--- src/video_pkg.sv ---
//##########################################################################
// shared definitions for the video memory subsystem
// sizes, word and address types, host register numbers
// and the ram request struct passed through the arbiter
//##########################################################################

package video_pkg;

    localparam int VRAM_WORDS = 4096;                // ram depth in words
    localparam int ADDR_W     = 12;
    localparam int LINE_WORDS = 8;                   // words per display line
    localparam int LINE_CNT_W = $clog2(LINE_WORDS);

    typedef logic [15:0]       word_t;
    typedef logic [ADDR_W-1:0] addr_t;
    typedef logic [3:0]        mask_t;               // bit n enables nibble n

    // host register numbers
    typedef enum logic [2:0] {
        XR_WR_ADDR   = 3'd0,
        XR_RD_ADDR   = 3'd1,
        XR_INCR      = 3'd2,
        XR_MASK      = 3'd3,
        XR_DATA      = 3'd4,
        XR_LINE_BASE = 3'd5
    } xr_reg_t;

    // one ram access, held stable by the requester until granted
    typedef struct packed {
        logic  sel;
        logic  wr_en;
        mask_t wr_mask;
        addr_t addr;
        word_t data;
    } vram_req_t;

endpackage

--- src/vram_arb.sv ---
//##########################################################################
// fixed priority arbiter for the ram port
// display fetch first, host otherwise
//##########################################################################

`timescale 1ns/1ns

module vram_arb import video_pkg::*; (
    input  vram_req_t host_req,
    input  vram_req_t fetch_req,
    output vram_req_t ram_req,
    output logic      host_grant,
    output logic      fetch_grant
);

    logic pick_fetch;

    assign pick_fetch = fetch_req.sel;

    always_comb begin
        if (pick_fetch) begin
            ram_req = fetch_req;
        end else begin
            ram_req = host_req;             // sel low here when host is idle too
        end
    end

    // grants mark the cycle the access reaches the ram
    assign fetch_grant = pick_fetch;
    assign host_grant  = host_req.sel && !pick_fetch;

endmodule

--- config.mk ---
export PLATFORM = sky130hd
export DESIGN_NAME = vram_arb
export DESIGN_NICKNAME = d
export VERILOG_FILES = /design/src/video_pkg.sv /design/src/vram_arb.sv
export SDC_FILE = /design/constraint.sdc
export NUM_CORES = 1
export LEC_CHECK = 0
export BUFFER_PORTS_ARGS = -buffer_cell sky130_fd_sc_hd__buf_2
export CAP_MARGIN = 30
export CORE_MARGIN = 2
export CORE_UTILIZATION = 28
export DETAILED_ROUTE_END_ITERATION = 10
export PLACE_DENSITY = 0.95
export SYNTH_ARGS = -nofsm -noshare
export SYNTH_HDL_FRONTEND = slang
export SYNTH_SLANG_ARGS = --single-unit
--- constraint.sdc ---
create_clock -name vclk -period 0.9
set_input_delay 0.135 -clock vclk [all_inputs]
set_output_delay 0.135 -clock vclk [all_outputs]
set_load 0.005 [all_outputs]
# After elaboration in Yosys (flattened, before gate mapping)
# Index checks and enable logic that the tools add are counted.
dict set report totals {
  regBits 0
  in_bits 68
  wordCells 3
}
dict set report classes {
  mux 1
  n_reduce_logical 2
}
# operator n
set ops {}
lappend ops {{2-to-1 mux 34 bit} 1}
lappend ops {{logical AND 1 bit} 1}
lappend ops {{logical NOT 1 bit} 1}

# Longest topological paths before layout
# Gate-level depths: netlist of run 1.
dict set report logic_depth {
  depth_word 2
  depth_mapped 3
  ltp_nobuf 1
}

# Worst setup path after synthesis of run 1
# No wires, ideal clock.
dict set report synth_timing {
  kind {input-to-output}
  from {input port fetch_req[33] in the netlist's numbering}
  to {output port ram_req[10] in the netlist's numbering}
  t_arrival_ns 0.706
  slack_ns 0.059
  t_required_ns 0.765
  cell_stages 3
  n_path_buf 2
  cell_sequence {buf_6 > buf_12 > mux2_4}
}
# element line_no
set synth_lines {}
lappend synth_lines {{from (decl)} vram_arb.sv:10} ;# input vram_req_t fetch_req,
lappend synth_lines {{to (decl)} vram_arb.sv:11} ;# output vram_req_t ram_req,

==> results of run 1 <==
-- cells in the final DEF (no fill, tap or decap), drive strengths merged --
master and instances:
mux2 33, or2 1, clkbuf 1, buf 110, nor2b 1
-- layout make-up --
class                           count  area share, %
Tap cell                           27           2.37
Multi-Input combinational cell     35           35.9
Timing Repair Buffer              111           61.7
-- logic make-up after synthesis --
| group | Yosys count |
|---|---|
| multiplexers | 33 |
| buffers and inverters | 5 |
| AND/OR/NAND/NOR | 2 |
-- tightest hold or removal path, stage by stage --
cell and delay [ns]:
buf_2 0.08, or2_4 0.11, buf_6 0.08
-- power by group through the flow --
stage | Sequential (mW) | Combinational (mW) | Clock (mW)
after detailed placement | 0 | 0.531 | 0
final | 0 | 0.755 | 0
after floorplan | 0 | 0.282 | 0
after global placement | 0 | 0.517 | 0
after CTS | 0 | 0.702 | 0
after global routing | 0 | 0.801 | 0
-- layer usage --
| metal | vias up | track usage (%) | share of wire (%) |
|---|---|---|---|
| met5 | - | 0 | 0 |
| met2 | 46 | 35.4 | 59 |
| met4 | 0 | 0 | 0 |
| met3 | 0 | 2.45 | 8.6 |
| li1 | 364 | - | - |
| met1 | 354 | 14.6 | 32 |
-- per-stage QoR --
| stage | utilization, % | cells | hold slack [ns] |
|---|---|---|---|
| after floorplan | - | 40 | 0.351 |
| after global placement | 55.8 | 168 | 0.531 |
| after detailed placement | 55.8 | 168 | 0.538 |
| after CTS | 68.7 | 171 | 0.544 |
| after global routing | 73.3 | 173 | 0.562 |
| final | 73.3 | 173 | 0.542 |
-- worst paths after layout --
| path | slack [ns] | to | cells past startpoint | start |
|---|---|---|---|---|
| worst max-delay path | -0.07 | ram_req[8] | 4 | fetch_req[33] |
| worst min-delay path | 0.54 | ram_req[33] | 3 | host_req[33] |
-- timing repair --
| action | CTS | global route |
|---|---|---|
| gates resized for setup | 34 | 9 |
| setup endpoints to repair | 34 | 34 |
| setup buffers | 0 | 1 |
| hold buffers | 0 | 0 |
| pin swaps | 0 | 1 |
| cloned | 3 | 1 |
==> reports/results.tsv, run 1 <==
metric	value	unit
antenna_found_initial	0	
cp-end-kind	primary output	
overflow	0	
fmax	1030	MHz
switching_share	27.9	%
wl	2150	um
switching_power	211	uW
grt_pass1_wl	3070	um
nets	216	
drc_errors	0	
startpoint_type	primary input	
crit_path_top_delay_cell	mux2_4	
layout_worst_path_cycle_share	108	%
dr.pass1.iters	1	
intPower	544	uW
synth_top_area_share	74.0	%
stdcell_area	1420	um2
vias	764	
fin_ws	-0.0711	ns
worst-slew-pin-transition	0.0974	ns
die_x	49.0	um
final_hold_viol_count	0	
gr-usage-all-layers	15.6	%
required	0.76	ns
slowest_delay	0.30	ns
fp.dieH	49.0	um
combPwrFrac	100.0	%
multi_input_area	510	um2
crit_arrival	0.84	ns
finalMaxSlewViolations	0	
avgViaCountPerCell	4.42	
drt_iter0_markers	0	
grt_pass1_vias	765	
holdCritPathClass	primary input to primary output	
synth-compound-area-share	0	%
final_antenna_net_count	0	
p_leak	0.829	nW
path_max_fanout	6	
yosysMostFrequentCell	mux2_4	
area_growth	150	%
clock_buffers	0	
fillCellCount	138	
rsz0062_at_grt	true	
yosys-top-cells-count	mux2_4, mux2_2, buf_12	
pwr-share-clk	0	%
pre_cts_ws	-0.151	ns
syn_nets	108	
start_util	29.3	%
layout-drive-gt1-share	99.3	%
netlist_instances	40	
synth_top_family_by_area	multiplexers	
synth_area_leaders	mux2_4, buf_12, mux2_2	
violations	negative setup slack	
synth.largest_area_cell	mux2_4	
synth.yosys.seq_area_share	0	%
placed_cell_area	1080	um2
fp.dieArea	2400	um2
gp_congestion	0.696	
fin_total_pwr	755	uW
ir_drop	0.305	mV
synth_area_per_cell	14.2	um2
register_area	0	um2
coreArea	1940	um2
synth_area	568	um2
wire_per_inst	12.4	um
drv_cap	0	
seq_cells	0	
layout_min_cycle_time	0.971	ns
cp_num_buf_inv	3	
crit_type	primary input to primary output	
crit_chain	buf_12 > clkbuf_16 > mux2_4 > buf_6	
diodes	0	
placementRows	16	
p_per_area	531	nW/um2
synth_xor_area_share	0	%
tns	-1.83	ns
synth_cell_types	7	
grt_max_degree	11	
status	finished, violations left	
report.final.setup_viol	33	
cpLargestDelayFamily	buffers and inverters	
synth.area.mux_share	83.9	%
slew_headroom	93.5	%
synthAdderAreaFrac	0	%
yosysWarnings	0	
yosys.area_share.simple	2.20	%
seq_power_share	0	%
port_buffers	104	
pin_count	104	
No activity file was read; power rests on OpenSTA's default activity.
==> run 2: changes to the inputs <==
--- a/config.mk
+++ b/config.mk
@@ -10,6 +10,7 @@
 export CORE_MARGIN = 2
 export CORE_UTILIZATION = 28
 export DETAILED_ROUTE_END_ITERATION = 10
+export MAX_ROUTING_LAYER = met4
 export PLACE_DENSITY = 0.95
 export SYNTH_ARGS = -nofsm -noshare
 export SYNTH_HDL_FRONTEND = slang
==> reports/results.tsv, run 2 (synthesis gave the netlist of run 1 again) <==
metric	value	unit
status	finished, violations left	
violations	negative setup slack	
cp_num_buf_inv	3	
tns	-1.83	ns
drt_iter0_markers	0	
required	0.76	ns
grt_pass1_vias	765	
wire_per_inst	12.4	um
cpLargestDelayFamily	buffers and inverters	
layout_min_cycle_time	0.971	ns
die_x	49.0	um
layout_common_cells	buf_2, mux2_4, buf_6	
dr.pass1.iters	1	
report.final.setup_viol	33	
port_buffers	104	
clock_buffers	0	
crit_type	primary input to primary output	
seq_power_share	0	%
cp-end-kind	primary output	
crit_path_top_delay_cell	mux2_4	
grt_pass1_wl	3070	um
ir_drop	0.305	mV
avgViaCountPerCell	4.42	
worst-slew-pin-transition	0.0974	ns
seq_cells	0	
gr-usage-all-layers	16.0	%
drv_cap	0	
placed_cell_area	1080	um2
register_area	0	um2
wl_met1	702	um
wl	2150	um
dp_cells	168	
slew_headroom	93.5	%
final_hold_viol_count	0	
switching_share	27.9	%
wl_met3	173	um
topRoutingLayerUsed	met3	
intPower	544	uW
holdBufCountCts	0	
overflow	0	
placementRows	16	
fmax	1030	MHz
fin_total_pwr	755	uW
slowest_delay	0.30	ns
fin_util	73.3	%
holdCritPathClass	primary input to primary output	
crit_arrival	0.84	ns
start_util	29.3	%
drc_errors	0	
diodes	0	
vias	764	
fp.dieArea	2400	um2
combPwrFrac	100.0	%
layout-drive-gt1-share	99.3	%
final_antenna_net_count	0	
gp_congestion	0.703	
fp.dieH	49.0	um
path_max_fanout	6	
area_growth	150	%
pwr-share-clk	0	%
final_common_cell	buf_2	
startpoint_type	primary input	
p_per_area	531	nW/um2
whs	0.542	ns
pin_count	104	
fin_cells	173	
crit_chain	buf_12 > clkbuf_16 > mux2_4 > buf_6	
fin_ws	-0.0713	ns
switching_power	211	uW
wl_met2	1280	um
coreArea	1940	um2
layout_worst_path_cycle_share	108	%
rsz0062_at_grt	true	
p_leak	0.829	nW
pre_cts_ws	-0.151	ns
antenna_found_initial	0	
nets	216	
finalMaxSlewViolations	0	
stdcell_area	1420	um2
grt_max_degree	11	
## run 2: cell counts in the layout (fill, tap and decap cells not counted)
No cell type changed its count.
## run 2: what timing repair did
| action | 4_1_cts | 5_1_grt |
|---|---|---|
| cloned | 3 | 1 |
| setup buffers | 0 | 1 |
| resized for setup | 34 | 9 |
| pin swaps | 0 | 1 |
| endpoints found under the hold margin | 0 | 0 |
| endpoints found under the setup margin | 34 | 34 |
## run 2: final timing paths
path,endpoint,startpoint,slack [ns],cells past startpoint
setup / recovery,ram_req[8],fetch_req[33],-0.07,4
hold / removal,ram_req[33],host_req[33],0.54,3
## run 2: final cells by class
cell class | count | area (um2)
Multi-Input combinational cell | 35 | 510
Tap cell | 27 | 33.8
Fill cell | 138 | 519
Timing Repair Buffer | 111 | 878
## run 2: metal layers
metal / vias up / global-route usage [%]
li1: 364 / -
met1: 354 / 15.0
met2: 46 / 35.4
met3: 0 / 1.84
met4: 0 / 0
met5: - / -
## run 2: power by group through the flow
stage	logic [mW]	registers [mW]	clock network [mW]
2_1_floorplan	0.282	0	0
6_report	0.755	0	0
5_1_grt	0.801	0	0
3_3_place_gp	0.517	0	0
3_5_place_dp	0.531	0	0
4_1_cts	0.702	0	0
