<file path="src/video_pkg.sv">
//##########################################################################
// shared definitions for the video memory subsystem
// sizes, word and address types, host register numbers
// and the ram request struct passed through the arbiter
//##########################################################################

package video_pkg;

    localparam int VRAM_WORDS = 4096;                // ram depth in words
    localparam int ADDR_W     = 12;
    localparam int LINE_WORDS = 8;                   // words per display line
    localparam int LINE_CNT_W = $clog2(LINE_WORDS);

    typedef logic [15:0]       word_t;
    typedef logic [ADDR_W-1:0] addr_t;
    typedef logic [3:0]        mask_t;               // bit n enables nibble n

    // host register numbers
    typedef enum logic [2:0] {
        XR_WR_ADDR   = 3'd0,
        XR_RD_ADDR   = 3'd1,
        XR_INCR      = 3'd2,
        XR_MASK      = 3'd3,
        XR_DATA      = 3'd4,
        XR_LINE_BASE = 3'd5
    } xr_reg_t;

    // one ram access, held stable by the requester until granted
    typedef struct packed {
        logic  sel;
        logic  wr_en;
        mask_t wr_mask;
        addr_t addr;
        word_t data;
    } vram_req_t;

endpackage

</file>
<file path="src/host_regs.sv">
//##########################################################################
// host register file for video memory access
// write/read addresses with auto increment, nibble mask,
// posted data writes, read prefetch and the display line base
//##########################################################################

`timescale 1ns/1ns

module host_regs import video_pkg::*; (
    input  logic      clk,
    input  logic      rst,
    input  logic      reg_wr,
    input  logic      reg_rd,
    input  xr_reg_t   reg_num,
    input  word_t     reg_wdata,
    output word_t     reg_rdata,
    output logic      busy,
    output addr_t     line_base,
    output vram_req_t host_req,
    input  logic      host_grant,
    input  word_t     rd_data
);

    typedef enum logic [1:0] {
        IDLE,
        WRITE,      // posted write waiting for the port
        READ,       // prefetch waiting for the port
        LATCH       // ram data returns this cycle
    } host_state_t;

    host_state_t state;
    addr_t       wr_addr;
    addr_t       rd_addr;
    addr_t       incr;
    mask_t       mask;
    word_t       wr_data;       // pending write word
    word_t       rd_latch;      // prefetched word for XR_DATA reads

    logic data_wr;
    logic data_rd;

    assign data_wr = reg_wr && (reg_num == XR_DATA);
    assign data_rd = reg_rd && (reg_num == XR_DATA);

    always_ff @(posedge clk) begin
        if (rst) begin
            state     <= IDLE;
            wr_addr   <= '0;
            rd_addr   <= '0;
            incr      <= addr_t'(1);
            mask      <= '1;
            line_base <= '0;
            rd_latch  <= '0;
        end else begin
            if (reg_wr) begin
                case (reg_num)
                    XR_WR_ADDR:   wr_addr   <= reg_wdata[ADDR_W-1:0];
                    XR_INCR:      incr      <= reg_wdata[ADDR_W-1:0];
                    XR_MASK:      mask      <= reg_wdata[3:0];
                    XR_LINE_BASE: line_base <= reg_wdata[ADDR_W-1:0];
                    default: ;
                endcase
            end

            case (state)
                IDLE: begin
                    if (data_wr) begin
                        state <= WRITE;
                    end else if (reg_wr && reg_num == XR_RD_ADDR) begin
                        rd_addr <= reg_wdata[ADDR_W-1:0];
                        state   <= READ;
                    end else if (data_rd) begin
                        rd_addr <= rd_addr + incr;          // wraps at VRAM_WORDS
                        state   <= READ;
                    end
                end
                WRITE: begin
                    if (host_grant) begin
                        wr_addr <= wr_addr + incr;
                        state   <= IDLE;
                    end
                end
                READ: begin
                    if (host_grant) state <= LATCH;
                end
                LATCH: begin
                    rd_latch <= rd_data;
                    state    <= IDLE;
                end
                default: state <= IDLE;
            endcase
        end
    end

    // write payload, captured when the write is posted
    always_ff @(posedge clk) begin
        if (data_wr && state == IDLE) wr_data <= reg_wdata;
    end

    assign busy = (state != IDLE);

    always_comb begin
        host_req.sel     = (state == WRITE) || (state == READ);
        host_req.wr_en   = (state == WRITE);
        host_req.wr_mask = mask;
        host_req.addr    = (state == WRITE) ? wr_addr : rd_addr;
        host_req.data    = wr_data;
    end

    always_comb begin
        case (reg_num)
            XR_WR_ADDR:   reg_rdata = word_t'(wr_addr);
            XR_RD_ADDR:   reg_rdata = word_t'(rd_addr);
            XR_INCR:      reg_rdata = word_t'(incr);
            XR_MASK:      reg_rdata = word_t'(mask);
            XR_DATA:      reg_rdata = rd_latch;
            XR_LINE_BASE: reg_rdata = word_t'(line_base);
            default:      reg_rdata = '0;
        endcase
    end

    // data port accesses only between transfers
    a_data_not_busy: assert property (
        @(posedge clk) disable iff (rst) (data_wr || data_rd) |-> !busy
    ) else $error("XR_DATA strobed while busy");

endmodule

</file>
<file path="config.mk">
export PLATFORM = sky130hd
export DESIGN_NAME = host_regs
export DESIGN_NICKNAME = d
export VERILOG_FILES = /design/src/video_pkg.sv /design/src/host_regs.sv
export SDC_FILE = /design/constraint.sdc
export NUM_CORES = 1
export LEC_CHECK = 0
export BUFFER_PORTS_ARGS = -buffer_cell sky130_fd_sc_hd__buf_2
export CAP_MARGIN = 20
export CELL_PAD_IN_SITES_DETAIL_PLACEMENT = 0
export CELL_PAD_IN_SITES_GLOBAL_PLACEMENT = 2
export CORE_ASPECT_RATIO = 1.25
export CORE_MARGIN = 2
export CORE_UTILIZATION = 25
export DETAILED_ROUTE_END_ITERATION = 8
export GPL_TIMING_DRIVEN = 0
export PLACE_DENSITY = 0.7
export SLEW_MARGIN = 25
export SYNTH_ARGS = -nofsm -noshare
export SYNTH_HDL_FRONTEND = slang
export SYNTH_SLANG_ARGS = --single-unit
</file>
<file path="constraint.sdc">
create_clock -name clk -period 4.5 [get_ports clk]
set_input_delay 0.9 -clock clk [delete_from_list [all_inputs] [get_ports clk]]
set_output_delay 0.9 -clock clk [all_outputs]
set_load 0.01 [all_outputs]
</file>
Word level (Yosys, flattened, before mapping) --
Cells that the tools add are included. W data, S select, Z words.
Storage, ports and cells: register bits after elaboration 86, bits of input ports 40, output and inout port bits 63, word-level logic and storage cells 50
Operators by class: add/subtract/negate cells 2, eq/ne operators 11, multiplexer cells 14, bitwise gates (word level) 1, reductions and logical operators 14
Operator list (count):
- $pmux W16 S6 | 1
- $mux W12 | 7
- $add A12 B12 Y12 | 2
- $mux W2 | 5
- $pmux W2 S4 | 1
- $eq A3 B2 Y1 const B | 2
- $eq A3 B3 Y1 const B | 2
- $reduce_and A2 Y1 | 3
- $reduce_and A3 Y1 | 2
- $eq A2 B2 Y1 const B | 2
- $logic_and A1 B1 Y1 | 4
- $ne A4 B4 Y1 const B | 1
- $reduce_bool A2 Y1 | 2
- $eq A3 B1 Y1 const B | 1
- $logic_not A3 Y1 | 1
- $eq A2 B1 Y1 const B | 1
- $logic_not A2 Y1 | 1
- $ne A2 B1 Y1 const B | 1
- $ne A2 B2 Y1 const B | 1
- $logic_or A1 B1 Y1 | 1
- $not A1 Y1 | 1

Logic depth before layout (Yosys ltp) --
depth after elaboration 6, gate-level depth with buffers 9, gate-level depth less buffers 9

Worst setup path before layout --
Ideal clock, no wire load.
kind input port to output port, from input port reg_num[2], to output port reg_rdata[0], arrival time 1.911 ns, data required time 3.600 ns, setup slack 1.689 ns, cell stages on the path 5, buffers on the path 2, cells stage by stage buf_4 -> buf_1 -> and3_1 -> a21oi_1 -> o21ai_0
Between the ends: word-level cells in the longest chain between the ends 2, elaborated cells between the ends (all ways) 7, classes of those cells 5 x eq/ne; 1 x mux; 1 x reduce/logical
RTL lines:
- start, declared | RTL line host_regs.sv:14 | input xr_reg_t reg_num,
- $eq A3 B3 Y1 (tied with other cells) | RTL line host_regs.sv:111 | case (reg_num)
- $pmux W16 S6 (*) | RTL line host_regs.sv:111
- end, declared | RTL line host_regs.sv:16 | output word_t reg_rdata,
Every way passes the cells marked *; elsewhere a longest branch is shown, timed or not.

Worst setup path in the final report --
from input port reg_num[1], to output port reg_rdata[6]
The elaborated chain is that of the path after synthesis.

==> metrics <==
mux cell area share after synthesis=0.132; detail-routed via count per cell=4.86; Rows=58; Hold Path End=line_base[6]; synth-to-layout area growth=22.8%; reg2reg start=wr_addr[0]; Final Max Slew Viols=0; main flop type after synthesis=dfxtp_1; end of the worst register-to-register path=wr_addr[10]; Syn Nets=646; area of the multi-input gates=3020 um^2; root buf cell=clkbuf_16; clk_lat worst skew=0.35 ns; GRT Util Overall=0.165; vias in the first global route=4611; die height=164 um; setup bufs post-CTS=0; Syn Inst Count=578; cts hold-fix bufs=0; # nets final=759; EDFF count, synth=16; crit path kind=input pin to primary output; Worst-path clk slew=0.06 ns; die width=132 um; adder-cell share of the synthesized area=0.0718; cell with the most instances on the worst path=buf_2; post-CTS sizing=0; HP Class=flip-flop to flip-flop; Seq. cell area=1880 um^2; Post-DP Area=5950 um^2; WL/cell=18.4 um; proportion of layout cells with a drive suffix above 1=0.220; CP Data Arrival Time=2.49 ns; worst path cell trace=buf_2 -> buf_2 -> nor2b_1 -> clkbuf_1 -> a21oi_1 -> o22ai_1 -> buf_2; Worst IR Drop VDD=0.198 mV; Synth Area in Compound Gates=0.177; diode count=0; setup violators final=0; CP Data Required Time=3.60 ns; GP Congestion=0.891; slowest CP cell=clkbuf_1; Final Cycle Share=0.752; initial antenna violation count=0; Port Buffer Count=101; Fillers=2132; FF+latch count, synth=86; worst-path fanout max=10; Initial Util=0.254; detailed placement HPWL=14600 um; startpoint types=input pin; 1st-pass router iterations=5; Remaining DRCs=0; Mapped Area=5090 um^2; critical path startpoint=reg_num[1]; Final Hold Viols=0; Final Cell Area=6250 um^2; Leakage=0.00258 uW; Hold Path Cell Cnt=2; Seq/Total Area, Yosys=0.370; fraction of registers with async set/reset=0; worst r2r path cells=9; R2R Setup Slk=2.02 ns; CTS tree=done; status=completed; CP Capture Type=primary output; I/O pin count=103; DIE AREA=21500 um^2; antenna viol nets, final=0; drt total wl=17800 um; PD cells=340 nW/um^2; skew final=0.0130 ns; Synth Area in XOR/XNOR=0.0224; Simple-Gate Fraction of Synth Area=0.188; core outline area=20000 um^2; largest net degree at the start of global routing=17; worst-margin pin slew=0.669 ns; clk sinks=86; Yosys cell types=61; Max Cap Viol=0; unrepaired setup endpoints after global routing=false; first-pass GRT wire length=27000 um; Clock Path Buffers=2; initial drt markers=218; headroom to the max-slew limit=0.552; Hold Crit Start=line_base[6]; final worst path period need=3.39 ns; Fmax=295 MHz; Fin Setup TNS=0 ns; # H-tree levels=3; average size of a mapped cell=8.81 um^2; Syn. warnings=0; via count=4692; Largest stage delay, worst path=0.42 ns; CTS Buf Count=9; residual overflow from global routing=0; main combinational cell family by area after synthesis=simple AND/OR/NAND/NOR gates
per-stage QoR:
step	std cells	hold WS [ns]	utilization	worst slack (ns)	total power [uW]
after floorplan	578	0.452	-	1.69	1190
after global placement	949	0.470	0.296	1.06	1350
after detailed placement	950	0.476	0.297	1.12	1360
after CTS	966	0.487	0.312	1.10	2140
after global routing	966	0.506	0.312	0.980	2220
final	966	0.482	0.312	1.11	2130
flip-flops by register name (all words and copies together) (netlist names):
signal	count
incr	12
mask	4
wr_addr	12
line_base	12
rd_latch	16
rd_addr	12
state	2
wr_data	16
cell usage after synthesis, drive strengths merged, types with 8 or more instances:
cell,count,share of area
ha,26,0.064
a211oi,23,0.034
dfxtp,70,0.28
o21ai,22,0.022
nor2,59,0.043
a21oi,58,0.057
nor3,8,0.010
edfxtp,16,0.094
mux2i,47,0.092
inv,12,0.0088
xnor2,8,0.014
buf,11,0.014
clkbuf,21,0.015
nor2b,9,0.013
nand3,11,0.011
nand2,79,0.058
mux2,12,0.027
worst max path at each step:
stage / endpoint / cells past startpoint
after global routing: reg_rdata[10] / 7
final: reg_rdata[6] / 7
after floorplan: reg_rdata[0] / 5
after global placement: state[0] / 6
after CTS: host_req[21] / 6
after detailed placement: reg_rdata[6] / 7
layer usage:
metal	wire, um	up-vias	track usage
li1	-	2316	-
met1	7830	2231	0.201
met2	8970	122	0.298
met3	588	23	0.0239
met4	411	0	0.0558
met5	0	-	0
layout by cell type (no fill, tap or decap), types with 12 or more instances in the layout:
cell type  count
buf_2        105
nand2_1       79
dfxtp_1       70
nor2_1        58
a21oi_1       58
mux2i_1       47
ha_1          26
a211oi_1      23
o21ai_0       22
clkbuf_1      21
edfxtp_1      16
inv_1         12
mux2_2        12
report_power, final:
group,switching [uW],internal [uW]
clock network,346,440
logic,265,183
registers,58.9,834
layout make-up:
cell class                      count  share of cell area
Multi-Input combinational cell    448               0.482
Clock buffer                        9              0.0360
Sequential cell                    86               0.301
Buffer                             32              0.0242
Inverter                           12             0.00720
Timing Repair Buffer              102              0.0826
Tap cell                          270              0.0540
Clock inverter                      7              0.0128
worst max-delay path: cells and delay by family:
family	cells	cell delay, ns
buffers and inverters	4	1.01
AND/OR/NAND/NOR	1	0.21
AO/OA/AOI/OAI	2	0.36
kinds of logic (layout without fill, tap and decap cells):
kind of cell             after synthesis  count (layout)
flip-flops                            86              86
multiplexers                          62              62
buffers and inverters                 44             162
XOR/XNOR                              13              13
AND/OR/NAND/NOR                      201             201
adder cells (fa/ha/maj)               28              28
AO/OA/AOI/OAI                        144             144
Note: power is estimated with default switching activity, not from simulation.
