[src/video_pkg.sv]
//##########################################################################
// shared definitions for the video memory subsystem
// sizes, word and address types, host register numbers
// and the ram request struct passed through the arbiter
//##########################################################################

package video_pkg;

    localparam int VRAM_WORDS = 4096;                // ram depth in words
    localparam int ADDR_W     = 12;
    localparam int LINE_WORDS = 8;                   // words per display line
    localparam int LINE_CNT_W = $clog2(LINE_WORDS);

    typedef logic [15:0]       word_t;
    typedef logic [ADDR_W-1:0] addr_t;
    typedef logic [3:0]        mask_t;               // bit n enables nibble n

    // host register numbers
    typedef enum logic [2:0] {
        XR_WR_ADDR   = 3'd0,
        XR_RD_ADDR   = 3'd1,
        XR_INCR      = 3'd2,
        XR_MASK      = 3'd3,
        XR_DATA      = 3'd4,
        XR_LINE_BASE = 3'd5
    } xr_reg_t;

    // one ram access, held stable by the requester until granted
    typedef struct packed {
        logic  sel;
        logic  wr_en;
        mask_t wr_mask;
        addr_t addr;
        word_t data;
    } vram_req_t;

endpackage

[src/line_fetch.sv]
//##########################################################################
// display line fetch
// reads LINE_WORDS words from line_base after each line_start
//##########################################################################

`timescale 1ns/1ns

module line_fetch import video_pkg::*; (
    input  logic      clk,
    input  logic      rst,
    input  logic      line_start,
    input  addr_t     line_base,
    output vram_req_t fetch_req,
    input  word_t     rd_data,
    output word_t     pix_word,
    output logic      pix_valid
);

    logic                  active;
    logic [LINE_CNT_W-1:0] word_cnt;
    addr_t                 fetch_addr;

    always_ff @(posedge clk) begin
        if (rst) begin
            active     <= 1'b0;
            word_cnt   <= '0;
            fetch_addr <= '0;
        end else if (active) begin
            fetch_addr <= fetch_addr + addr_t'(1);      // wraps at end of ram
            word_cnt   <= word_cnt + 1'b1;
            if (word_cnt == LINE_CNT_W'(LINE_WORDS - 1)) begin
                active <= 1'b0;
            end
        end else if (line_start) begin                  // ignored mid line
            active     <= 1'b1;
            word_cnt   <= '0;
            fetch_addr <= line_base;
        end
    end

    always_comb begin
        fetch_req.sel     = active;
        fetch_req.wr_en   = 1'b0;
        fetch_req.wr_mask = '0;
        fetch_req.addr    = fetch_addr;
        fetch_req.data    = '0;
    end

    // fetch always wins the port, so sel doubles as the grant
    always_ff @(posedge clk) begin
        if (rst) begin
            pix_valid <= 1'b0;
        end else begin
            pix_valid <= active;
        end
    end

    assign pix_word = rd_data;      // ram output register holds the word

endmodule

[config.mk]
export PLATFORM = sky130hd
export DESIGN_NAME = line_fetch
export DESIGN_NICKNAME = d
export VERILOG_FILES = /design/src/video_pkg.sv /design/src/line_fetch.sv
export SDC_FILE = /design/constraint.sdc
export NUM_CORES = 1
export LEC_CHECK = 0
export BUFFER_PORTS_ARGS = -buffer_cell sky130_fd_sc_hd__buf_2
export CAP_MARGIN = 15
export CORE_MARGIN = 2
export CORE_UTILIZATION = 44
export CTS_CLUSTER_DIAMETER = 80
export DETAILED_ROUTE_END_ITERATION = 10
export PLACE_DENSITY = 0.95
export SLEW_MARGIN = 20
export SYNTH_ARGS = -nofsm -noshare
export SYNTH_HDL_FRONTEND = slang
export SYNTH_SLANG_ARGS = --single-unit
[constraint.sdc]
create_clock -name clk -period 2.9 [get_ports clk]
set_clock_uncertainty 0.15 [all_clocks]
set_input_delay 0.725 -clock clk [delete_from_list [all_inputs] [get_ports clk]]
set_output_delay 0.725 -clock clk [all_outputs]
set_load 0.01 [all_outputs]
======== Word-level counts from Yosys, hierarchy flattened ========
Index checks and enable logic that the tools add are counted.
operators by class
  equality and inequality tests ........... 1
  add/subtract/negate cells ............... 2
  mux-type cells .......................... 7
  reduce and logical (&&, ||, !) cells .... 1
operator list
  cell                                           count
  2-to-1 mux 12 bit                              2
  adder 12 x 1 -> 12 bit, second input constant  1
  2-to-1 mux 3 bit                               2
  adder 3 x 1 -> 3 bit, second input constant    1
  equality test 3 bit, second input constant     1
  2-to-1 mux 1 bit                               3
  nonzero test 2 bit                             1
storage, ports and cells
  bits in registers ....................... 17
  output and inout bits ................... 51
  bits of input ports ..................... 31
  word-level logic and storage cells ...... 15

======== Logic depth before layout (Yosys ltp) ========
Gate-level depths: netlist of run 1.
  word-level depth ........................ 3
  mapped depth ............................ 5
  gate-level depth less buffers ........... 5

======== Worst setup path after synthesis of run 1 ========
No wires, ideal clock.
  path type ............................... input port to flip-flop
  start point ............................. input port line_start
  end point ............................... register fetch_addr[5]
  setup slack ............................. 1.088 ns
  cell stages on the path ................. 5
  required time ........................... 2.679 ns
  arrival ................................. 1.591 ns
  buffers on the path ..................... 2
  cells stage by stage .................... buf_2 -> and2b_4 -> buf_6 -> or3_1 -> a21oi_1
between the ends
  cells in the longest elaborated chain, start to end .. 1
RTL lines
  what                          line              source
  start, declared               line_fetch.sv:11  input logic line_start,
  nonzero test 2 bit (no line)  n/a
  end signal, assigned          line_fetch.sv:29  fetch_addr <= fetch_addr + addr_t'(1);
  end signal, assigned          line_fetch.sv:37  fetch_addr <= line_base;
  end, declared                 line_fetch.sv:21  addr_t fetch_addr;
No other way between the ends.
A chain may end at the register's enable or synchronous reset.

======== Final worst setup path of run 1 ========
  start point ............................. register active
  end point ............................... output port fetch_req[33] (netlist bit)
RTL lines
  what                    line              source
  start, declared         line_fetch.sv:19  logic active;
  start signal, assigned  line_fetch.sv:25  active <= 1'b0;
  start signal, assigned  line_fetch.sv:32  active <= 1'b0;
  start signal, assigned  line_fetch.sv:35  active <= 1'b1;
  end, declared           line_fetch.sv:13  output vram_req_t fetch_req,
No word-level cell between the ends.

==> flow_summary_export.csv, run 1 <==
group,metric,value,unit
global_routing,antenna_found_initial,0,
floorplan,rows,18,
layout,diodes,0,
min_path,hold_depth,2,
placement,place_hpwl,1560,um
timing,slew_violations,0,
global_routing,overflow,0,
critical_path,path_cells,"buf_2",
timing,finalSetupViolations,0,
timing,tightest_slew,0.595,ns
critical_path,critPathMaxStageDelay,0.71,ns
critical_path,required,2.03,ns
detailed_routing,vias,929,
timing,clock.fmax,0.474,GHz
floorplan,start_util,46.5,%
clocking,cts_setup_buffers,0,
timing,period_share,72.7,%
timing,worst_slack,0.792,ns
clocking,cts_buffers,3,
power_and_ir_drop,leakage,0.508,nW
detailed_routing,routedWlPerCell,11.2,um
layout,fillCellCount,256,
critical_path,regToRegEndpoint,"fetch_addr[10]",
critical_path,slowest_stage,"dfxtp_1",
detailed_routing,drt-total-wl,2030,um
layout,multi_input_area,566,um^2
detailed_routing,first_pass_iters,4,
critical_path,crit_family,"flip-flops",
floorplan,core_area,2500,um^2
synth,yosys_warnings,0,
synth,ys_seq_area_share,29.2,%
job,maxCapViolations,0,
synth,ys_types,34,
global_routing,grt_pass1_wl,3310,um
synth,synth_edf_count,0,
critical_path,critPathLaunchType,"flop",
clocking,htreeDepth,1,
timing,relSlewSlack,60.3,%
global_routing,grt_pass1_vias,777,
critical_path,critPathMaxFanout,21,
critical_path,critical_path_buf_inv_count,1,
placement,port_buffers,28,
layout,drive_above_1_share,23.2,%
layout,nNetsFinal,186,
synth,synth.cell_area,1160,um^2
synth,syn_inst,144,
clocking,cts.clk_slew.worst_paths,0.09,ns
synth,ys_ff_latch,17,
clocking,insertion_delay,0.29,ns
timing,timing.final.hold_violations,0,
detailed_routing,antenna_left,0,
min_path,whs_endpoint,"fetch_addr[9]",
clocking,cts_sinks,17,
critical_path,critPathKind,"reg -> out",
min_path,min_from,"fetch_addr[9]",
floorplan,die_width,55.4,um
floorplan,ios,82,
clocking,cts_hold_buf,0,
critical_path,arrival,1.23,ns
clocking,cts-root-buf,"clkbuf_4",
detailed_routing,viasPerCell,5.13,
placement,routabilityCongestion,0.738,
layout,utilization,44.5,%
floorplan,die_y,55.4,um
timing,period_needed,2.11,ns
synth,synthFlopType,"dfxtp_1",
placement,place_ws,1.00,ns
power_and_ir_drop,vdd_drop_max,0.251,mV
critical_path,r2r_setup_slack,1.06,ns
detailed_routing,post-route-drc-count,0,
detailed_routing,drt_iter0_drc,23,
clocking,ctsResizeCount,0,
floorplan,die_area,3070,um^2
power_and_ir_drop,p_per_area,433,nW/um^2
critical_path,rr_startpoint,"active",
layout,seq_area,340,um^2
synth,async_flop_share,0,%
critical_path,ff2ff_path_depth,4,
min_path,hp-class,"reg -> reg",
layout,area_delta_synth_final,-4.30,%
run_status,outcome,"completed",
synth,postSynthAreaPerCell,8.08,um^2
timing,rsz0062_at_grt,"false",
global_routing,track_usage,13.1,%
critical_path,cp-end-kind,"primary output",
timing,setup-tns-final,0,ns
clocking,clock_path_buffers,2,
global_routing,grt_start_max_net_pins,22,
clocking,cts_tree,"done",
worst register-to-register path: cells and delay by family (launching register included):
family          cells  cell delay [ns]
compound gates      2             0.25
flops               1             0.71
simple gates        2             0.68
routing by layer:
layer | routed length, um | global-route usage (%)
met5 | 0 | 0
met4 | 47 | 8.36
met1 | 834 | 14.3
met3 | 201 | 4.22
met2 | 944 | 21.8
where the power goes:
group          internal (mW)  switching, mW  total, mW
clock network         0.0535         0.0706      0.124
logic                 0.0362         0.0507     0.0869
registers              0.248         0.0224      0.271
worst max-delay path by stage:
stage,slack [ns],depth (start not counted),endpoint,start
after floorplan,1.09,5,fetch_addr[5],line_start
after global placement,1.04,5,fetch_addr[9],line_start
after detailed placement,1.00,5,fetch_addr[9],line_start
after CTS,0.77,1,fetch_req[33],active
after global routing,0.67,1,fetch_req[33],active
final,0.79,1,fetch_req[33],active
registers in the layout (all words and copies together), names as in the netlist:
register / flops
pix_valid: 1
fetch_addr: 12
active: 1
word_cnt: 3
cells in the mapped netlist (all sizes together), types with 2 or more instances:
cell | instances | area, um^2
a21oi | 16 | 83.8
a311oi | 2 | 17.5
buf | 42 | 318
clkbuf | 3 | 11.3
dfxtp | 17 | 340
ha | 3 | 37.5
mux2i | 2 | 20.0
nand2 | 7 | 26.3
nand2b | 2 | 12.5
nand3 | 8 | 40.0
nand4 | 3 | 31.3
nor2 | 12 | 45.0
nor2b | 4 | 25.0
nor3 | 2 | 10.0
nor3b | 2 | 15.0
o211ai | 2 | 15.0
o21ai | 2 | 10.0
or3 | 3 | 18.8
cell usage in the layout, fill, tap and decap left out, drive strengths merged, types with 2 or more instances in the layout:
| cell | count |
|---|---|
| ha | 3 |
| mux2i | 2 |
| nor2 | 12 |
| nand4 | 3 |
| nand2b | 2 |
| nand3 | 8 |
| nor2b | 4 |
| nand2 | 7 |
| dfxtp | 17 |
| o211ai | 2 |
| buf | 28 |
| or3 | 3 |
| conb | 21 |
| o21ai | 2 |
| nor3b | 2 |
| nor3 | 2 |
| a311oi | 2 |
| clkbuf | 4 |
| a21oi | 16 |
cells by family after synthesis:
kind of cell    after synthesis  share of synthesized area [%]
mux                           2                           1.72
buf+inv                      46                           28.6
other cells                   1                          0.322
simple gates                 48                           22.7
fa+ha+maj                     3                           3.23
compound gates               27                           14.2
flops                        17                           29.2
through the flow:
stage / hold slack [ns] / area, um^2 / instances / power (mW)
2_1_floorplan: 0.345 / 1240 / 164 / 0.382
3_3_place_gp: 0.338 / 1090 / 177 / 0.361
3_5_place_dp: 0.357 / 1090 / 177 / 0.363
4_1_cts: 0.371 / 1110 / 181 / 0.489
5_1_grt: 0.383 / 1110 / 181 / 0.510
6_report: 0.368 / 1110 / 181 / 0.482
final cells by class:
type,instances,share of cell area (%)
multi-input combinational,101,50.8
sequential,17,30.6
timing repair buffer,28,12.6
tap,30,3.37
clock buffer,4,2.36
inverter,1,0.337
Note: power is estimated with default switching activity, not from simulation.
==> run 2: changes to the inputs <==
--- a/config.mk
+++ b/config.mk
@@ -8,10 +8,10 @@
 export BUFFER_PORTS_ARGS = -buffer_cell sky130_fd_sc_hd__buf_2
 export CAP_MARGIN = 15
 export CORE_MARGIN = 2
-export CORE_UTILIZATION = 44
+export CORE_UTILIZATION = 41
 export CTS_CLUSTER_DIAMETER = 80
 export DETAILED_ROUTE_END_ITERATION = 10
-export PLACE_DENSITY = 0.95
+export PLACE_DENSITY = 0.9
 export SLEW_MARGIN = 20
 export SYNTH_ARGS = -nofsm -noshare
 export SYNTH_HDL_FRONTEND = slang
==> constraint.sdc (replaced) <==
create_clock -name clk -period 2.15 [get_ports clk]
set_clock_uncertainty 0.15 [all_clocks]
set_input_delay 0.5375 -clock clk [delete_from_list [all_inputs] [get_ports clk]]
set_output_delay 0.5375 -clock clk [all_outputs]
set_load 0.01 [all_outputs]
==> flow_summary_export.csv, run 2 (synthesis results as in run 1) <==
group,metric,value,unit
timing,finalSetupViolations,0,
timing,clock.fmax,0.559,GHz
placement,place_ws,0.428,ns
critical_path,cp-end-kind,"primary output",
min_path,min_from,"line_base[11]",
global_routing,grt_start_max_net_pins,18,
power_and_ir_drop,vdd_drop_max,0.320,mV
clocking,cts.clk_slew.worst_paths,0.10,ns
detailed_routing,antenna_left,0,
layout,area_delta_synth_final,-3.55,%
critical_path,critPathLaunchType,"flop",
clocking,cts_setup_buffers,0,
layout,largest_register_ff_count,12,
layout,seq_area,340,um^2
timing,slew_violations,0,
floorplan,start_util,42.6,%
layout,fillCellCount,275,
floorplan,die_width,57.3,um
timing,setup-tns-final,0,ns
floorplan,rows,19,
timing,rsz0062_at_grt,"false",
critical_path,path_cells,"buf_2",
detailed_routing,drt_iter0_drc,34,
floorplan,core_area,2730,um^2
timing,period_share,83.2,%
job,maxCapViolations,0,
min_path,whs_endpoint,"fetch_addr[11]",
clocking,cts_buffers,3,
detailed_routing,drt-total-wl,2080,um
floorplan,ios,82,
placement,port_buffers,28,
clocking,cts_tree,"done",
critical_path,rr_startpoint,"fetch_addr[0]",
critical_path,required,1.46,ns
timing,worst_slack,0.361,ns
critical_path,critical_path_buf_inv_count,1,
detailed_routing,first_pass_iters,4,
placement,place_hpwl,1560,um
global_routing,antenna_found_initial,0,
critical_path,regToRegEndpoint,"fetch_addr[10]",
detailed_routing,routedWlPerCell,11.4,um
placement,routabilityCongestion,0.868,
detailed_routing,viasPerCell,4.99,
critical_path,critPathMaxStageDelay,0.59,ns
clocking,clock_path_buffers,2,
layout,utilization,41.1,%
layout,multi_input_area,566,um^2
floorplan,die_area,3280,um^2
critical_path,critPathKind,"reg -> out",
layout,final_common_cell,"buf_2",
clocking,ctsResizeCount,0,
layout,most-common-layout-cells,"28 x buf_2, 21 x conb_1, 17 x dfxtp_1, 15 x a21oi_1, 12 x nor2_1",
layout,nNetsFinal,187,
clocking,cts-root-buf,"clkbuf_4",
detailed_routing,post-route-drc-count,0,
floorplan,die_y,57.3,um
global_routing,grt_pass1_vias,819,
timing,hold_slack,0.345,ns
min_path,hold_depth,3,
layout,regMostFlops,"fetch_addr",
min_path,hp-class,"in -> reg",
detailed_routing,vias,914,
critical_path,crit_family,"flip-flops",
placement,placed_area,1100,um^2
global_routing,overflow,0,
layout,reg_top3,"fetch_addr x12, word_cnt x3",
global_routing,grt_pass1_wl,3420,um
clocking,insertion_delay,0.30,ns
power_and_ir_drop,p_per_area,589,nW/um^2
clocking,htreeDepth,1,
critical_path,slowest_stage,"dfxtp_1",
layout,stdcell_count,183,
clocking,cts_hold_buf,0,
critical_path,arrival,1.10,ns
global_routing,track_usage,13.3,%
power_and_ir_drop,power,661,uW
clocking,cts_sinks,17,
timing,period_needed,1.79,ns
critical_path,critPathMaxFanout,13,
layout,diodes,0,
critical_path,r2r_setup_slack,0.40,ns
placement,post-place-cells,179,
critical_path,ff2ff_path_depth,5,
power_and_ir_drop,leakage,0.513,nW
layout,drive_above_1_share,23.7,%
layout,final_cell_area,1120,um^2
timing,timing.final.hold_violations,0,
run_status,outcome,"completed",
[run 2: layout make-up]
| cell class | instances | area share [%] |
|---|---|---|
| inverter | 1 | 0.334 |
| tap | 31 | 3.46 |
| clock buffer | 4 | 2.34 |
| timing repair buffer | 29 | 13.2 |
| multi-input combinational | 101 | 50.4 |
| sequential | 17 | 30.3 |
[run 2: per-layer routing]
metal	vias up	part of all wire (%)	GRT usage (%)
li1	454	-	-
met1	405	40	14.7
met2	50	48	22.2
met3	5	9.8	3.85
met4	0	2.4	8.64
met5	-	0	0
[run 2: how the worst max path moves through the flow]
stage             startpoint              to  slack, ns  depth (start not counted)
4_1_cts               active   fetch_req[33]       0.36                          1
3_5_place_dp   fetch_addr[0]  fetch_addr[10]       0.43                          5
3_3_place_gp   fetch_addr[0]  fetch_addr[10]       0.48                          5
2_1_floorplan  fetch_addr[0]  fetch_addr[10]       0.46                          5
5_1_grt               active  fetch_addr[11]       0.22                          4
6_report              active   fetch_req[33]       0.36                          1
[run 2: report_power, final]
group          total (mW)  switching (mW)  internal (mW)
registers           0.362          0.0274          0.335
logic               0.124          0.0729         0.0509
clock network       0.175           0.102         0.0723
==> run 3: changes to the inputs <==
--- a/config.mk
+++ b/config.mk
@@ -8,10 +8,10 @@
 export BUFFER_PORTS_ARGS = -buffer_cell sky130_fd_sc_hd__buf_2
 export CAP_MARGIN = 15
 export CORE_MARGIN = 2
-export CORE_UTILIZATION = 41
+export CORE_UTILIZATION = 37
 export CTS_CLUSTER_DIAMETER = 80
 export DETAILED_ROUTE_END_ITERATION = 10
-export PLACE_DENSITY = 0.9
+export PLACE_DENSITY = 0.86
 export SLEW_MARGIN = 20
 export SYNTH_ARGS = -nofsm -noshare
 export SYNTH_HDL_FRONTEND = slang
==> constraint.sdc (replaced) <==
create_clock -name clk -period 1.5 [get_ports clk]
set_clock_uncertainty 0.15 [all_clocks]
set_input_delay 0.375 -clock clk [delete_from_list [all_inputs] [get_ports clk]]
set_output_delay 0.375 -clock clk [all_outputs]
set_load 0.01 [all_outputs]
==> flow_summary_export.csv, run 3 (synthesis results as in run 1) <==
group,metric,value,unit
run_status,outcome,"completed",
clocking,cts_buffers,3,
critical_path,path_cells,"nand3_1, or3_1, a2bb2oi_1, a21oi_2",
detailed_routing,drt_iter0_drc,86,
critical_path,critPathLaunchType,"flop",
timing,slew_violations,0,
critical_path,crit_start,"fetch_addr[8]",
floorplan,die_area,3610,um^2
min_path,min_from,"line_base[11]",
timing,period_needed,1.47,ns
layout,area_delta_synth_final,14.4,%
placement,place_hpwl,1830,um
layout,fillCellCount,338,
detailed_routing,vias,985,
critical_path,cp-end-kind,"flop",
detailed_routing,first_pass_iters,4,
detailed_routing,viasPerCell,4.56,
critical_path,arrival,1.56,ns
clocking,cts_tree,"done",
timing,clock.fmax,0.679,GHz
clocking,clock_path_buffers,2,
layout,regMostFlops,"fetch_addr",
detailed_routing,post-route-drc-count,0,
layout,reg_top3,"fetch_addr x12, word_cnt x3",
clocking,cts_sinks,17,
layout,largest_register_ff_count,12,
critical_path,critPathCapture,"fetch_addr[10]",
clocking,insertion_delay,0.29,ns
critical_path,critical_path_buf_inv_count,0,
global_routing,track_usage,13.7,%
floorplan,start_util,38.4,%
floorplan,die_width,60.1,um
global_routing,overflow,0,
global_routing,grt_pass1_vias,870,
critical_path,slowest_stage,"or3_1",
power_and_ir_drop,leakage,0.615,nW
layout,diodes,0,
clocking,cts_hold_buf,0,
critical_path,ff2ff_path_depth,4,
power_and_ir_drop,vdd_drop_max,0.575,mV
clocking,cts-root-buf,"clkbuf_4",
global_routing,antenna_found_initial,0,
critical_path,critPathMaxFanout,5,
critical_path,critPathKind,"reg -> reg",
floorplan,ios,82,
min_path,hp-class,"in -> reg",
floorplan,rows,20,
clocking,htreeDepth,1,
critical_path,critPathMaxStageDelay,0.43,ns
layout,most-common-layout-cells,"28 x buf_2, 21 x conb_1, 21 x buf_4, 15 x a21oi_1, 12 x nor2_1",
floorplan,die_y,60.1,um
critical_path,rr_startpoint,"fetch_addr[8]",
placement,routabilityCongestion,0.836,
timing,period_share,98.2,%
clocking,cts.clk_slew.worst_paths,0.10,ns
timing,rsz0062_at_grt,"true",
detailed_routing,drt-total-wl,2490,um
global_routing,grt_start_max_net_pins,18,
placement,port_buffers,28,
global_routing,grt_pass1_wl,3800,um
layout,utilization,44.0,%
layout,nNetsFinal,207,
layout,drive_above_1_share,39.5,%
layout,final_common_cell,"buf_2",
critical_path,crit_cells,4,
critical_path,required,1.59,ns
detailed_routing,antenna_left,0,
critical_path,regToRegEndpoint,"fetch_addr[10]",
timing,timing.final.hold_violations,0,
critical_path,r2r_setup_slack,0.03,ns
timing,finalSetupViolations,0,
job,maxCapViolations,0,
floorplan,core_area,3030,um^2
detailed_routing,routedWlPerCell,11.5,um
power_and_ir_drop,p_per_area,756,nW/um^2
placement,placed_area,1240,um^2
layout,final_cell_area,1330,um^2
critical_path,crit_family,"simple AND/OR/NAND/NOR gates",
[run 3: cell types whose count changed in the layout (fill, tap and decap cells not counted), sizes merged]
| cell | change |
|---|---|
| buf | +20 |
[run 3: stage by stage]
stage / power (mW) / setup TNS [ns] / hold slack, ns / setup WS [ns] / instances
final: 1.01 / 0 / 0.183 / 0.0264 / 216
after global routing: 1.07 / -0.104 / 0.197 / -0.0538 / 216
after CTS: 0.999 / 0 / 0.174 / 0.00687 / 210
after detailed placement: 0.746 / 0 / 0.349 / 0.00335 / 206
after global placement: 0.740 / 0 / 0.340 / 0.0449 / 206
after floorplan: 0.743 / 0 / 0.345 / 0.0384 / 164
[run 3: timing repair]
item | 4_1_cts | 5_1_grt
buffers inserted | 0 | 6
gates resized for setup | 2 | 8
setup endpoints to repair | 3 | 9
hold endpoints to repair | 0 | 0
[run 3: worst register-to-register path, delay by kind of cell, from the launching register on]
family	cells	cell delay, ns
AO/OA/AOI/OAI	2	0.26
flip-flops	1	0.41
AND/OR/NAND/NOR	2	0.62
[run 3: area by class of cell]
type / count / area [um^2] / area share, %
inverters: 1 / 3.75 / 0.282
clock buffers: 4 / 26.3 / 1.97
well taps: 44 / 55.1 / 4.14
multi-input cells: 101 / 589 / 44.3
repair buffers: 49 / 298 / 22.4
flip-flops and latches: 17 / 359 / 27.0
[run 3: routing by layer]
layer | global-route usage [%] | up-vias | share of wire [%]
met4 | 1.59 | 0 | 0
met2 | 21.6 | 41 | 47
li1 | - | 494 | -
met1 | 18.0 | 450 | 45
met5 | 0 | - | 0
met3 | 5.41 | 0 | 7.4
[run 3: how the worst min path moves through the flow]
stage,end,slack (ns),depth (start not counted)
after floorplan,word_cnt[0],0.35,2
after global placement,fetch_addr[11],0.34,2
after detailed placement,fetch_addr[11],0.35,2
after CTS,fetch_addr[11],0.17,3
after global routing,fetch_addr[0],0.20,3
final,fetch_addr[11],0.18,3
[run 3: power breakdown]
group | switching, mW | leakage (nW) | internal, mW
Sequential | 0.0325 | 0.144 | 0.482
Combinational | 0.127 | 0.456 | 0.116
Clock | 0.145 | 0.0150 | 0.103
Total | 0.305 | 0.615 | 0.702
